===== src/hw/sha_const_pkg.sv =====
// SHA-256 constants shared by the core stages.
// Round constants, the initial hash value, word sizes and a rotate helper.
`default_nettype none

package sha_const_pkg;

	localparam int word_w      = 32;
	localparam int rounds      = 64;
	localparam int round_idx_w = 7;
	localparam int block_words = 16;

	// Bits of count needed to select a round constant
	localparam int k_idx_w = $clog2(rounds);

	// Entry 0 sits at the MSB end, so k_table[n] is the constant of round n
	localparam logic [0:rounds-1][word_w-1:0] k_table = {
		32'h428a2f98, 32'h71374491, 32'hb5c0fbcf, 32'he9b5dba5,
		32'h3956c25b, 32'h59f111f1, 32'h923f82a4, 32'hab1c5ed5,
		32'hd807aa98, 32'h12835b01, 32'h243185be, 32'h550c7dc3,
		32'h72be5d74, 32'h80deb1fe, 32'h9bdc06a7, 32'hc19bf174,
		32'he49b69c1, 32'hefbe4786, 32'h0fc19dc6, 32'h240ca1cc,
		32'h2de92c6f, 32'h4a7484aa, 32'h5cb0a9dc, 32'h76f988da,
		32'h983e5152, 32'ha831c66d, 32'hb00327c8, 32'hbf597fc7,
		32'hc6e00bf3, 32'hd5a79147, 32'h06ca6351, 32'h14292967,
		32'h27b70a85, 32'h2e1b2138, 32'h4d2c6dfc, 32'h53380d13,
		32'h650a7354, 32'h766a0abb, 32'h81c2c92e, 32'h92722c85,
		32'ha2bfe8a1, 32'ha81a664b, 32'hc24b8b70, 32'hc76c51a3,
		32'hd192e819, 32'hd6990624, 32'hf40e3585, 32'h106aa070,
		32'h19a4c116, 32'h1e376c08, 32'h2748774c, 32'h34b0bcb5,
		32'h391c0cb3, 32'h4ed8aa4a, 32'h5b9cca4f, 32'h682e6ff3,
		32'h748f82ee, 32'h78a5636f, 32'h84c87814, 32'h8cc70208,
		32'h90befffa, 32'ha4506ceb, 32'hbef9a3f7, 32'hc67178f2
	};

	// H0 to H7 from FIPS 180-4
	// Same bit layout as state_t, H0 lands on field a
	localparam logic [0:7][word_w-1:0] h_init = {
		32'h6a09e667, 32'hbb67ae85, 32'h3c6ef372, 32'ha54ff53a,
		32'h510e527f, 32'h9b05688c, 32'h1f83d9ab, 32'h5be0cd19
	};

	// Rotate right by n bits, n below word_w
	function automatic logic [word_w-1:0] rotr(
		input logic [word_w-1:0] x,
		input int unsigned       n
	);
		return (x >> n) | (x << (word_w - n));
	endfunction

endpackage

`default_nettype wire


===== src/hw/sha_types_pkg.sv =====
// Packed struct types carried between the SHA-256 stages.
// Compile after sha_const_pkg, which gives the word width.
`default_nettype none

package sha_types_pkg;

	import sha_const_pkg::*;

	typedef logic [word_w-1:0] word_t;

	// One 512-bit message block
	// w[0] is the first big-endian word of the block
	typedef struct packed {
		logic [block_words-1:0][word_w-1:0] w;
	} block_t;

	// Eight working variables, also used for chaining value and digest
	typedef struct packed {
		word_t a;
		word_t b;
		word_t c;
		word_t d;
		word_t e;
		word_t f;
		word_t g;
		word_t h;
	} state_t;

endpackage

`default_nettype wire

===== src/hw/sha256_core.sv =====
// SHA-256 compression engine, top level.
// An external sequencer drives init, halt, clear, load and the round index.
`timescale 1ns/1ps
`default_nettype none

module sha256_core (
	input  wire logic                                 tb_clk,
	input  wire logic                                 rst_n,
	input  wire logic                                 init,
	input  wire logic                                 clear,
	input  wire logic                                 halt,
	input  wire logic [sha_const_pkg::round_idx_w-1:0] count,
	input  wire sha_types_pkg::block_t                data,
	input  wire logic                                 load,
	output sha_types_pkg::state_t                     out_hash
);

	import sha_const_pkg::*;
	import sha_types_pkg::*;

	state_t            chain;
	state_t            work;
	logic [word_w-1:0] w_cur;

	// Decode stage
	sha_schedule u_schedule (
		.tb_clk (tb_clk),
		.rst_n  (rst_n),
		.init   (init),
		.halt   (halt),
		.data   (data),
		.w_cur  (w_cur)
	);

	// Execute stage
	sha_round u_round (
		.tb_clk (tb_clk),
		.rst_n  (rst_n),
		.init   (init),
		.halt   (halt),
		.count  (count),
		.chain  (chain),
		.w_cur  (w_cur),
		.work   (work)
	);

	// Result stage
	sha_digest u_digest (
		.tb_clk   (tb_clk),
		.rst_n    (rst_n),
		.init     (init),
		.clear    (clear),
		.load     (load),
		.work     (work),
		.chain    (chain),
		.out_hash (out_hash)
	);

endmodule

`default_nettype wire


===== src/hw/sha_digest.sv =====
// Chaining digest of the SHA-256 core.
// Picks the chaining value, keeps it as base and adds the working state on load.
`timescale 1ns/1ps
`default_nettype none

module sha_digest (
	input  wire logic                  tb_clk,
	input  wire logic                  rst_n,
	input  wire logic                  init,
	input  wire logic                  clear,
	input  wire logic                  load,
	input  wire sha_types_pkg::state_t work,
	output sha_types_pkg::state_t      chain,
	output sha_types_pkg::state_t      out_hash
);

	import sha_const_pkg::*;
	import sha_types_pkg::*;

	state_t base;
	state_t digest;
	state_t sum;

	// New message starts from H0..H7, otherwise continue from the last digest
	assign chain = clear ? state_t'(h_init) : digest;

	// Word-wise add, each modulo 2^32
	always_comb
	begin
		sum.a = base.a + work.a;
		sum.b = base.b + work.b;
		sum.c = base.c + work.c;
		sum.d = base.d + work.d;
		sum.e = base.e + work.e;
		sum.f = base.f + work.f;
		sum.g = base.g + work.g;
		sum.h = base.h + work.h;
	end

	always_ff @(posedge tb_clk)
	begin
		if (init)
		begin
			base <= chain;
		end
	end

	always_ff @(posedge tb_clk or negedge rst_n)
	begin
		if (!rst_n)
		begin
			digest <= '0;
		end
		else if (load)
		begin
			digest <= sum;
		end
	end

	assign out_hash = digest;

endmodule

`default_nettype wire


===== src/hw/sha_round.sv =====
// Compression round of the SHA-256 core.
// Loads the working state on init and applies one round per running cycle.
`timescale 1ns/1ps
`default_nettype none

module sha_round (
	input  wire logic                                 tb_clk,
	input  wire logic                                 rst_n,
	input  wire logic                                 init,
	input  wire logic                                 halt,
	input  wire logic [sha_const_pkg::round_idx_w-1:0] count,
	input  wire sha_types_pkg::state_t                chain,
	input  wire logic [sha_const_pkg::word_w-1:0]     w_cur,
	output sha_types_pkg::state_t                     work
);

	import sha_const_pkg::*;
	import sha_types_pkg::*;

	state_t            nxt;
	logic [word_w-1:0] k_cur;
	logic [word_w-1:0] t1;
	logic [word_w-1:0] t2;

	function automatic logic [word_w-1:0] big_sigma0(input logic [word_w-1:0] x);
		return rotr(x, 2) ^ rotr(x, 13) ^ rotr(x, 22);
	endfunction

	function automatic logic [word_w-1:0] big_sigma1(input logic [word_w-1:0] x);
		return rotr(x, 6) ^ rotr(x, 11) ^ rotr(x, 25);
	endfunction

	function automatic logic [word_w-1:0] ch(
		input logic [word_w-1:0] x,
		input logic [word_w-1:0] y,
		input logic [word_w-1:0] z
	);
		return (x & y) ^ (~x & z);
	endfunction

	function automatic logic [word_w-1:0] maj(
		input logic [word_w-1:0] x,
		input logic [word_w-1:0] y,
		input logic [word_w-1:0] z
	);
		return (x & y) ^ (x & z) ^ (y & z);
	endfunction

	// Sequencer keeps count within 0..63, top bit is always zero
	assign k_cur = k_table[count[k_idx_w-1:0]];

	always_comb
	begin
		t1 = work.h + big_sigma1(work.e) + ch(work.e, work.f, work.g) + k_cur + w_cur;
		t2 = big_sigma0(work.a) + maj(work.a, work.b, work.c);

		nxt.a = t1 + t2;
		nxt.b = work.a;
		nxt.c = work.b;
		nxt.d = work.c;
		nxt.e = work.d + t1;
		nxt.f = work.e;
		nxt.g = work.f;
		nxt.h = work.g;
	end

	always_ff @(posedge tb_clk or negedge rst_n)
	begin
		if (!rst_n)
		begin
			work <= '0;
		end
		else if (init)
		begin
			work <= chain;
		end
		else if (!halt)
		begin
			work <= nxt;
		end
	end

endmodule

`default_nettype wire


===== src/hw/sha_schedule.sv =====
// Message schedule of the SHA-256 core.
// Holds a 16-word window loaded on init and produces W for each round.
`timescale 1ns/1ps
`default_nettype none

module sha_schedule (
	input  wire logic                          tb_clk,
	input  wire logic                          rst_n,
	input  wire logic                          init,
	input  wire logic                          halt,
	input  wire sha_types_pkg::block_t         data,
	output logic [sha_const_pkg::word_w-1:0]   w_cur
);

	import sha_const_pkg::*;

	// window[0] holds W for the round executing this cycle
	logic [block_words-1:0][word_w-1:0] window;
	logic [word_w-1:0]                  w_next;

	function automatic logic [word_w-1:0] small_sigma0(input logic [word_w-1:0] x);
		return rotr(x, 7) ^ rotr(x, 18) ^ (x >> 3);
	endfunction

	function automatic logic [word_w-1:0] small_sigma1(input logic [word_w-1:0] x);
		return rotr(x, 17) ^ rotr(x, 19) ^ (x >> 10);
	endfunction

	// W[t+16] from W[t], W[t+1], W[t+9] and W[t+14]
	always_comb
	begin
		w_next = small_sigma1(window[14]) + window[9] + small_sigma0(window[1]) + window[0];
	end

	always_ff @(posedge tb_clk or negedge rst_n)
	begin
		if (!rst_n)
		begin
			window <= '0;
		end
		else if (init)
		begin
			window <= data.w;
		end
		else if (!halt)
		begin
			// Slide down one word and append the expanded one
			for (int i = 0; i < block_words - 1; i++)
			begin
				window[i] <= window[i + 1];
			end
			window[block_words - 1] <= w_next;
		end
	end

	assign w_cur = window[0];

endmodule

`default_nettype wire


===== config.mk =====
export PLATFORM = sky130hd
export DESIGN_NAME = sha256_core
export DESIGN_NICKNAME = d
export VERILOG_FILES = /design/src/hw/sha_const_pkg.sv /design/src/hw/sha_types_pkg.sv /design/src/hw/sha256_core.sv /design/src/hw/sha_digest.sv /design/src/hw/sha_round.sv /design/src/hw/sha_schedule.sv
export SDC_FILE = /design/constraint.sdc
export NUM_CORES = 2
export LEC_CHECK = 0
export BUFFER_PORTS_ARGS = -buffer_cell sky130_fd_sc_hd__buf_2
export CAP_MARGIN = 15
export CORE_UTILIZATION = 50
export CTS_BUF_LIST = sky130_fd_sc_hd__clkbuf_16
export DETAILED_ROUTE_END_ITERATION = 7
export GPL_TIMING_DRIVEN = 1
export HOLD_SLACK_MARGIN = 0.12
export PLACE_DENSITY = 0.72
export SLEW_MARGIN = 40
export SYNTH_ARGS = -nofsm -noshare
export SYNTH_HDL_FRONTEND = slang
export SYNTH_SLANG_ARGS = --single-unit

===== constraint.sdc =====
create_clock -name tb_clk -period 10.3 [get_ports tb_clk]
set_clock_uncertainty 0.1 [all_clocks]
set_input_delay 1.03 -clock tb_clk [delete_from_list [all_inputs] [get_ports tb_clk]]
set_output_delay 1.03 -clock tb_clk [all_outputs]
set_load 0.02 [all_outputs]

* Word-level counts from Yosys, hierarchy flattened *
Memories as Yosys holds them, arrays and structs flattened.
Cells that the tools add are included.

operators by class
  order comparisons = 1
  $add $sub $neg = 18
  bitwise gates (word level) = 28
  eq/ne operators = 1
  mux-type cells = 7

operator list
  operator                                                  number
  two-way mux 512 bit                                       2
  two-way mux 256 bit                                       3
  adder 32 bit                                              18
  XOR 32 bit                                                9
  bitwise AND 32 bit                                        5
  two-way mux 32 bit                                        2
  inverter 32 bit                                           1
  OR 10 x 32 -> 32 bit                                      1
  OR 13 x 32 -> 32 bit                                      1
  OR 14 x 32 -> 32 bit                                      1
  OR 15 x 32 -> 32 bit                                      1
  OR 19 x 32 -> 32 bit                                      1
  OR 21 x 32 -> 32 bit                                      1
  OR 25 x 32 -> 32 bit                                      1
  OR 26 x 32 -> 32 bit                                      1
  OR 30 x 32 -> 32 bit                                      1
  OR 7 x 32 -> 32 bit                                       1
  XOR 32 x 22 -> 32 bit                                     1
  XOR 32 x 29 -> 32 bit                                     1
  greater-or-equal comparator 7 bit, second input constant  1
  inverter 6 -> 7 bit                                       1
  inequality test 2 bit, second input constant              1

storage, ports and cells
  output and inout port bits = 256
  flip-flop bits (word level) = 1,280
  memories = 1
  logic and storage cells = 96
  input port bits = 525
  bits in read-only memories = 2,048

memory list
  name             depth  bits a word  read ports  clocked after Yosys merged registers in  wr ports  RTL line         source
  (no name shown)  64     32           1           0                                        0         sha_round.sv:50  assign k_cur = k_table[count[k_idx_w-1:0]];

* Depth between registers and ports, before layout *
  depth in word-level cells = 10
  gate-level depth with buffers = 40

* Hierarchy *
From an unflattened synthesis, not the netlist that was laid out.

second synthesis, totals
  cell total of the unflattened synthesis = 8,682
  area, all modules = 83,714.0 um^2

modules (own cells, without submodules)
  module        seq. area each (um^2)  times used  cells an instance  area each (um^2)
  sha_digest    14,093.5               1           2,954              31,615.3
  sha_schedule  12,812.3               1           2,791              27,625.2
  sha_round     6,406.1                1           2,937              24,473.5

* Least setup slack after synthesis *
No wires, ideal clock.

  path type = input-to-reg
  from = input port count[1] (netlist bit)
  to = register, netlist name u_round.work[255]
  path buffers = 3
  data required time = 10,074 ps
  stages = 34
  path slack = 1,510 ps
  arrival = 8,564 ps
  cell sequence = clkbuf_1 > clkinv_1 > ha_1 > clkbuf_1 > clkbuf_1 > xor2_1 > o21ai_0 > o211ai_1 > o21ai_0 > fa_1 > fa_1 > inv_1 > ha_1 > inv_1 > fa_1 > nor2b_1 > o2111ai_1 > and4_1 > or3_1 > a311oi_1 > o21ai_1 > a21oi_1 > a21oi_1 > o21ba_1 > xnor2_1 > fa_1 > ha_1 > or2_2 > a21oi_1 > a31oi_1 > a21o_1 > a21oi_1 > xnor2_1 > a221o_1

on the way
  word-level cells in the longest chain between the ends = 9

ends and longest elaborated chain
  what                                                   RTL line           source
  start: declaration                                     sha256_core.sv:12  input wire logic [sha_const_pkg::round_idx_w-1:0] count,
  inverter 6 -> 7 bit (not written as such)              sha_round.sv:50
  memory (64 x 32 bit)                                   --
  two-way mux 32 bit (not written as such) (2 in a row)  sha_round.sv:50
  adder 32 bit (2 in a row)                              sha_round.sv:54    t1 = work.h + big_sigma1(work.e) + ch(work.e, work.f, work.g) + k_cur + w_cur;
  adder 32 bit                                           sha_round.sv:57    nxt.a = t1 + t2;
  two-way mux 256 bit                                    sha_round.sv:77    else if (!halt)
  two-way mux 256 bit                                    sha_round.sv:73    else if (init)

Every way passes these cells. The select of a mux whose other input is x is not followed.
A chain may end at the register's enable or synchronous reset.

* Final worst setup path *
  from = input port count[0] (netlist bit)
  to = register, netlist name u_round.work[247]

on the way
  word-level cells in the longest chain between the ends = 9

ends and longest elaborated chain
  what                                                   RTL line
  inverter 6 -> 7 bit (not written as such)              sha_round.sv:50
  memory (64 x 32 bit)                                   --
  two-way mux 32 bit (not written as such) (2 in a row)  sha_round.sv:50
  adder 32 bit (2 in a row)                              sha_round.sv:54
  adder 32 bit                                           sha_round.sv:57
  two-way mux 256 bit                                    sha_round.sv:77
  two-way mux 256 bit                                    sha_round.sv:73

Every way passes these cells. The select of a mux whose other input is x is not followed.

==> out/metrics.csv <==
stage;metric;value;unit
synthesis;Synth top area share;31.8;%
hold_path;hold depth;3;
worst_setup_path;R2R Path Start;u_round.work[123]$_DFFE_PN0P_;
drt;Avg Vias per Cell;5.97;
synthesis;syn_area_per_cell;9.89;µm²
sta;Slew Viols, Final;0;
worst_setup_path;reg2reg end;u_round.work[247]$_DFFE_PN0P_;
drt;1st-pass router iterations;8;
sta;Hold Vio Cnt, Final;0;
clocking;H-Tree Depth;4;
finish;Cell Count, Final, Fillers Out;11200;
clocking;CTS tree;done;
synthesis;async set-reset flop share out of synthesis;80.0;%
sta;measured slew at the worst slew-check pin;858;ps
worst_setup_path;CP max stage cell;fa_1;
clocking;CTS buffer count;145;
hold_path;hold_sp;data[211];
clocking;CTS max path bufs;3;
finish;Area Growth Syn to Fin;15.1;%
floorplanning;FP Rows;147;
synthesis;#FFs+latches synth;1280;
worst_setup_path;Worst EP required;10900;ps
drt;total wire length;295000;µm
sta;Tmin final;8650;ps
clocking;CTS root buffer;clkbuf_16;
floorplanning;Die ar.;163000;µm²
worst_setup_path;WP data arrival;9260;ps
finish;nets;9973;
synthesis;Cell variety after synth;89;
worst_setup_path;crit path kind;input port to flip-flop;
sta;Max Fclk;116;MHz
sta;# setup viols final;0;
floorplanning;CORE AREA;160000;µm²
clocking;clk_lat worst skew;830;ps
worst_setup_path;crit start category;input port;
finish;share of cells above drive strength 1;18.5;%
worst_setup_path;cell repeated most along the worst path;a21oi_1;
clocking;clock transition at the registers of the reported paths;60;ps
drt;DRC Markers;3;
synthesis;syn nets;9260;
synthesis;sequential-to-total area share from yosys stat;41.3;%
worst_setup_path;CP max FO;8;
finish;Layout fillers;13800;
drt;vias;66800;
run_status;failing checks;DRC;
placement;Inst Count DP;10900;
sta;aggregate negative setup slack;0;ps
clocking;clock sinks;1280;
floorplanning;Die W;404;µm
drt;1st-iter DRT viols;6835;
finish;footprint of the multi-input gates;44400;µm²
global_routing;first-pass GRT wire length;425000;µm
hold_path;Worst Hold Path EP;u_schedule.window[211]$_DFFE_PN0P_;
synthesis;Post-synth EDFFs;256;
global_routing;Overflow after GRT;0;
floorplanning;Die Ht;404;µm
synthesis;Synth area leaders;dfrtp_1, edfxtp_1, mux2i_1;
floorplanning;IO Count;781;
synthesis;Netlist Area Pre-Place;80700;µm²
synthesis;synthesized instance count;8154;
worst_setup_path;slowest stage delay, CP;600;ps
worst_setup_path;R2R depth;33;
worst_setup_path;CP endpoint kind;flip-flop;
synthesis;synth warn;0;
floorplanning;starting density of the core;50.3;%
placement;PortBufs;779;
worst_setup_path;Reg2Reg Setup Slack;1720;ps
sta;worst relative slew slack;42.0;%
run_status;outcome;complete, but fails checks;
global_routing;initial antenna violation count;58;
drt;Post-DRT Antenna Nets;0;
run;maxcap violations;0;
hold_path;Worst Hold Class;input port to flip-flop;
sta;Tcrit/Tclk final;84.0;%
synthesis;largest area contributor in the netlist;dfrtp_1;
sta;RSZ-0062 raised after global routing;false;
synthesis;Synth Flop Type;dfrtp_1;
global_routing;Total GRT Usage;35.4;%
global_routing;largest net degree at the start of global routing;224;
finish;Seq. cell area;33300;µm²
placement;GP Congestion;1.02;
global_routing;vias in the first global route;63800;
placement;DP HPWL;227000;µm
clocking;Post-CTS Setup Repair Bufs;0;
drt;WL/cell;26.3;µm
[cell families (layout without fill, tap and decap cells)]
| group | Yosys count | count (layout) | share of synthesized area, % |
|---|---|---|---|
| AO/OA/AOI/OAI | 2048 | 2048 | 15.0 |
| AND/OR/NAND/NOR | 1946 | 1946 | 10.9 |
| flip-flops | 1280 | 1280 | 41.3 |
| multiplexers | 916 | 916 | 11.8 |
| buffers and inverters | 780 | 1617 | 3.64 |
| adder cells (fa/ha/maj) | 603 | 603 | 11.1 |
| XOR/XNOR | 581 | 581 | 6.32 |
| other | 0 | 41 | 0 |
[synthesized netlist by cell type (37+ instances only)]
master       n
nand2b_1    53
o21ai_0    943
buf_1       46
edfxtp_1   256
mux2i_1    693
o211ai_1    54
nor3_1      60
mux2_2     219
nor2_1     300
xnor2_1    447
nor2b_1    150
o21a_1      84
a31oi_1     49
or2_2      146
and3_1      48
xor2_1     133
a21o_1     176
a211oi_1    48
dfrtp_1   1024
inv_1      269
a21oi_1    414
ha_1       386
o21bai_1    37
fa_1       195
clkbuf_1   458
nand3_1     61
nand2_1   1032
[placed cells by master, fill, tap and decap left out, types with 48 or more instances in the layout]
cell	instances
o21a_1	84
nor2_1	300
a21o_1	176
clkbuf_16	147
a31oi_1	49
mux2_2	219
xor2_1	133
or2_2	146
nand2b_1	53
buf_4	252
a21oi_1	414
xnor2_1	445
o21ai_0	941
and3_1	48
nor3_1	60
a211oi_1	48
fa_1	195
edfxtp_1	256
nand2_1	1032
mux2i_1	693
nor2b_1	150
nand3_1	61
inv_1	309
ha_1	386
o211ai_1	54
buf_2	772
dfrtp_1	1024
[worst max-delay path: cells and delay by family]
family / cells / cell delay, ps
compound gates: 20 / 4070
fa+ha+maj: 6 / 2420
buf+inv: 10 / 1370
xor+xnor: 2 / 360
[worst max-delay path by stage]
stage | depth (start not counted) | from | to | slack [ps]
2_1_floorplan | 34 | count[1] | u_round.work[255]$_DFFE_PN0P_ | 1510
3_3_place_gp | 36 | count[0] | u_round.work[255]$_DFFE_PN0P_ | 930
5_1_grt | 38 | count[0] | u_round.work[254]$_DFFE_PN0P_ | 1110
6_report | 38 | count[0] | u_round.work[247]$_DFFE_PN0P_ | 1650
3_5_place_dp | 41 | count[0] | u_round.work[247]$_DFFE_PN0P_ | 990
4_1_cts | 33 | u_round.work[123]$_DFFE_PN0P_ | u_round.work[247]$_DFFE_PN0P_ | 1800
[state kept, by name, indices dropped and copies added, names as in the netlist]
register           cells
u_schedule.window    480
u_round.work         256
u_digest.out_hash    256
u_schedule.w_cur      32
u_digest.base        256
[routing by layer]
layer	GRT usage [%]	share of wire (%)	routed length, µm	vias up
met5	0	0.058	172	-
met4	19.8	6.1	17900	28
met3	6.75	8.5	24900	642
met2	53.4	45	131000	3050
met1	47.9	41	120000	33000
li1	-	-	-	30000
[timing repair]
action	in CTS	in global routing
hold endpoints to repair	29	0
resized for setup	0	0
hold buffers	1	0
[layout make-up]
| class | count | area share (%) |
|---|---|---|
| Antenna cell | 41 | 0.111 |
| Clock buffer | 147 | 3.96 |
| Clock inverter | 124 | 1.01 |
| Inverter | 273 | 1.11 |
| Multi-Input combinational cell | 6094 | 47.9 |
| Sequential cell | 1280 | 35.9 |
| Tap cell | 2160 | 2.91 |
| Timing Repair Buffer | 1073 | 7.13 |
[through the flow]
step | hold slack, ps | util (%) | cell area (µm²) | setup slack, ps
2_1_floorplan | 397 | - | 80700 | 1510
3_3_place_gp | 374 | 54.7 | 87800 | 927
4_1_cts | 265 | 57.7 | 92600 | 1800
6_report | 311 | 57.9 | 92800 | 1650
3_5_place_dp | 383 | 54.8 | 87900 | 993
5_1_grt | 298 | 57.9 | 92800 | 1110
Power is not shown: default switching activity piles up to over one toggle a cycle in this logic, so the estimate is an artifact.
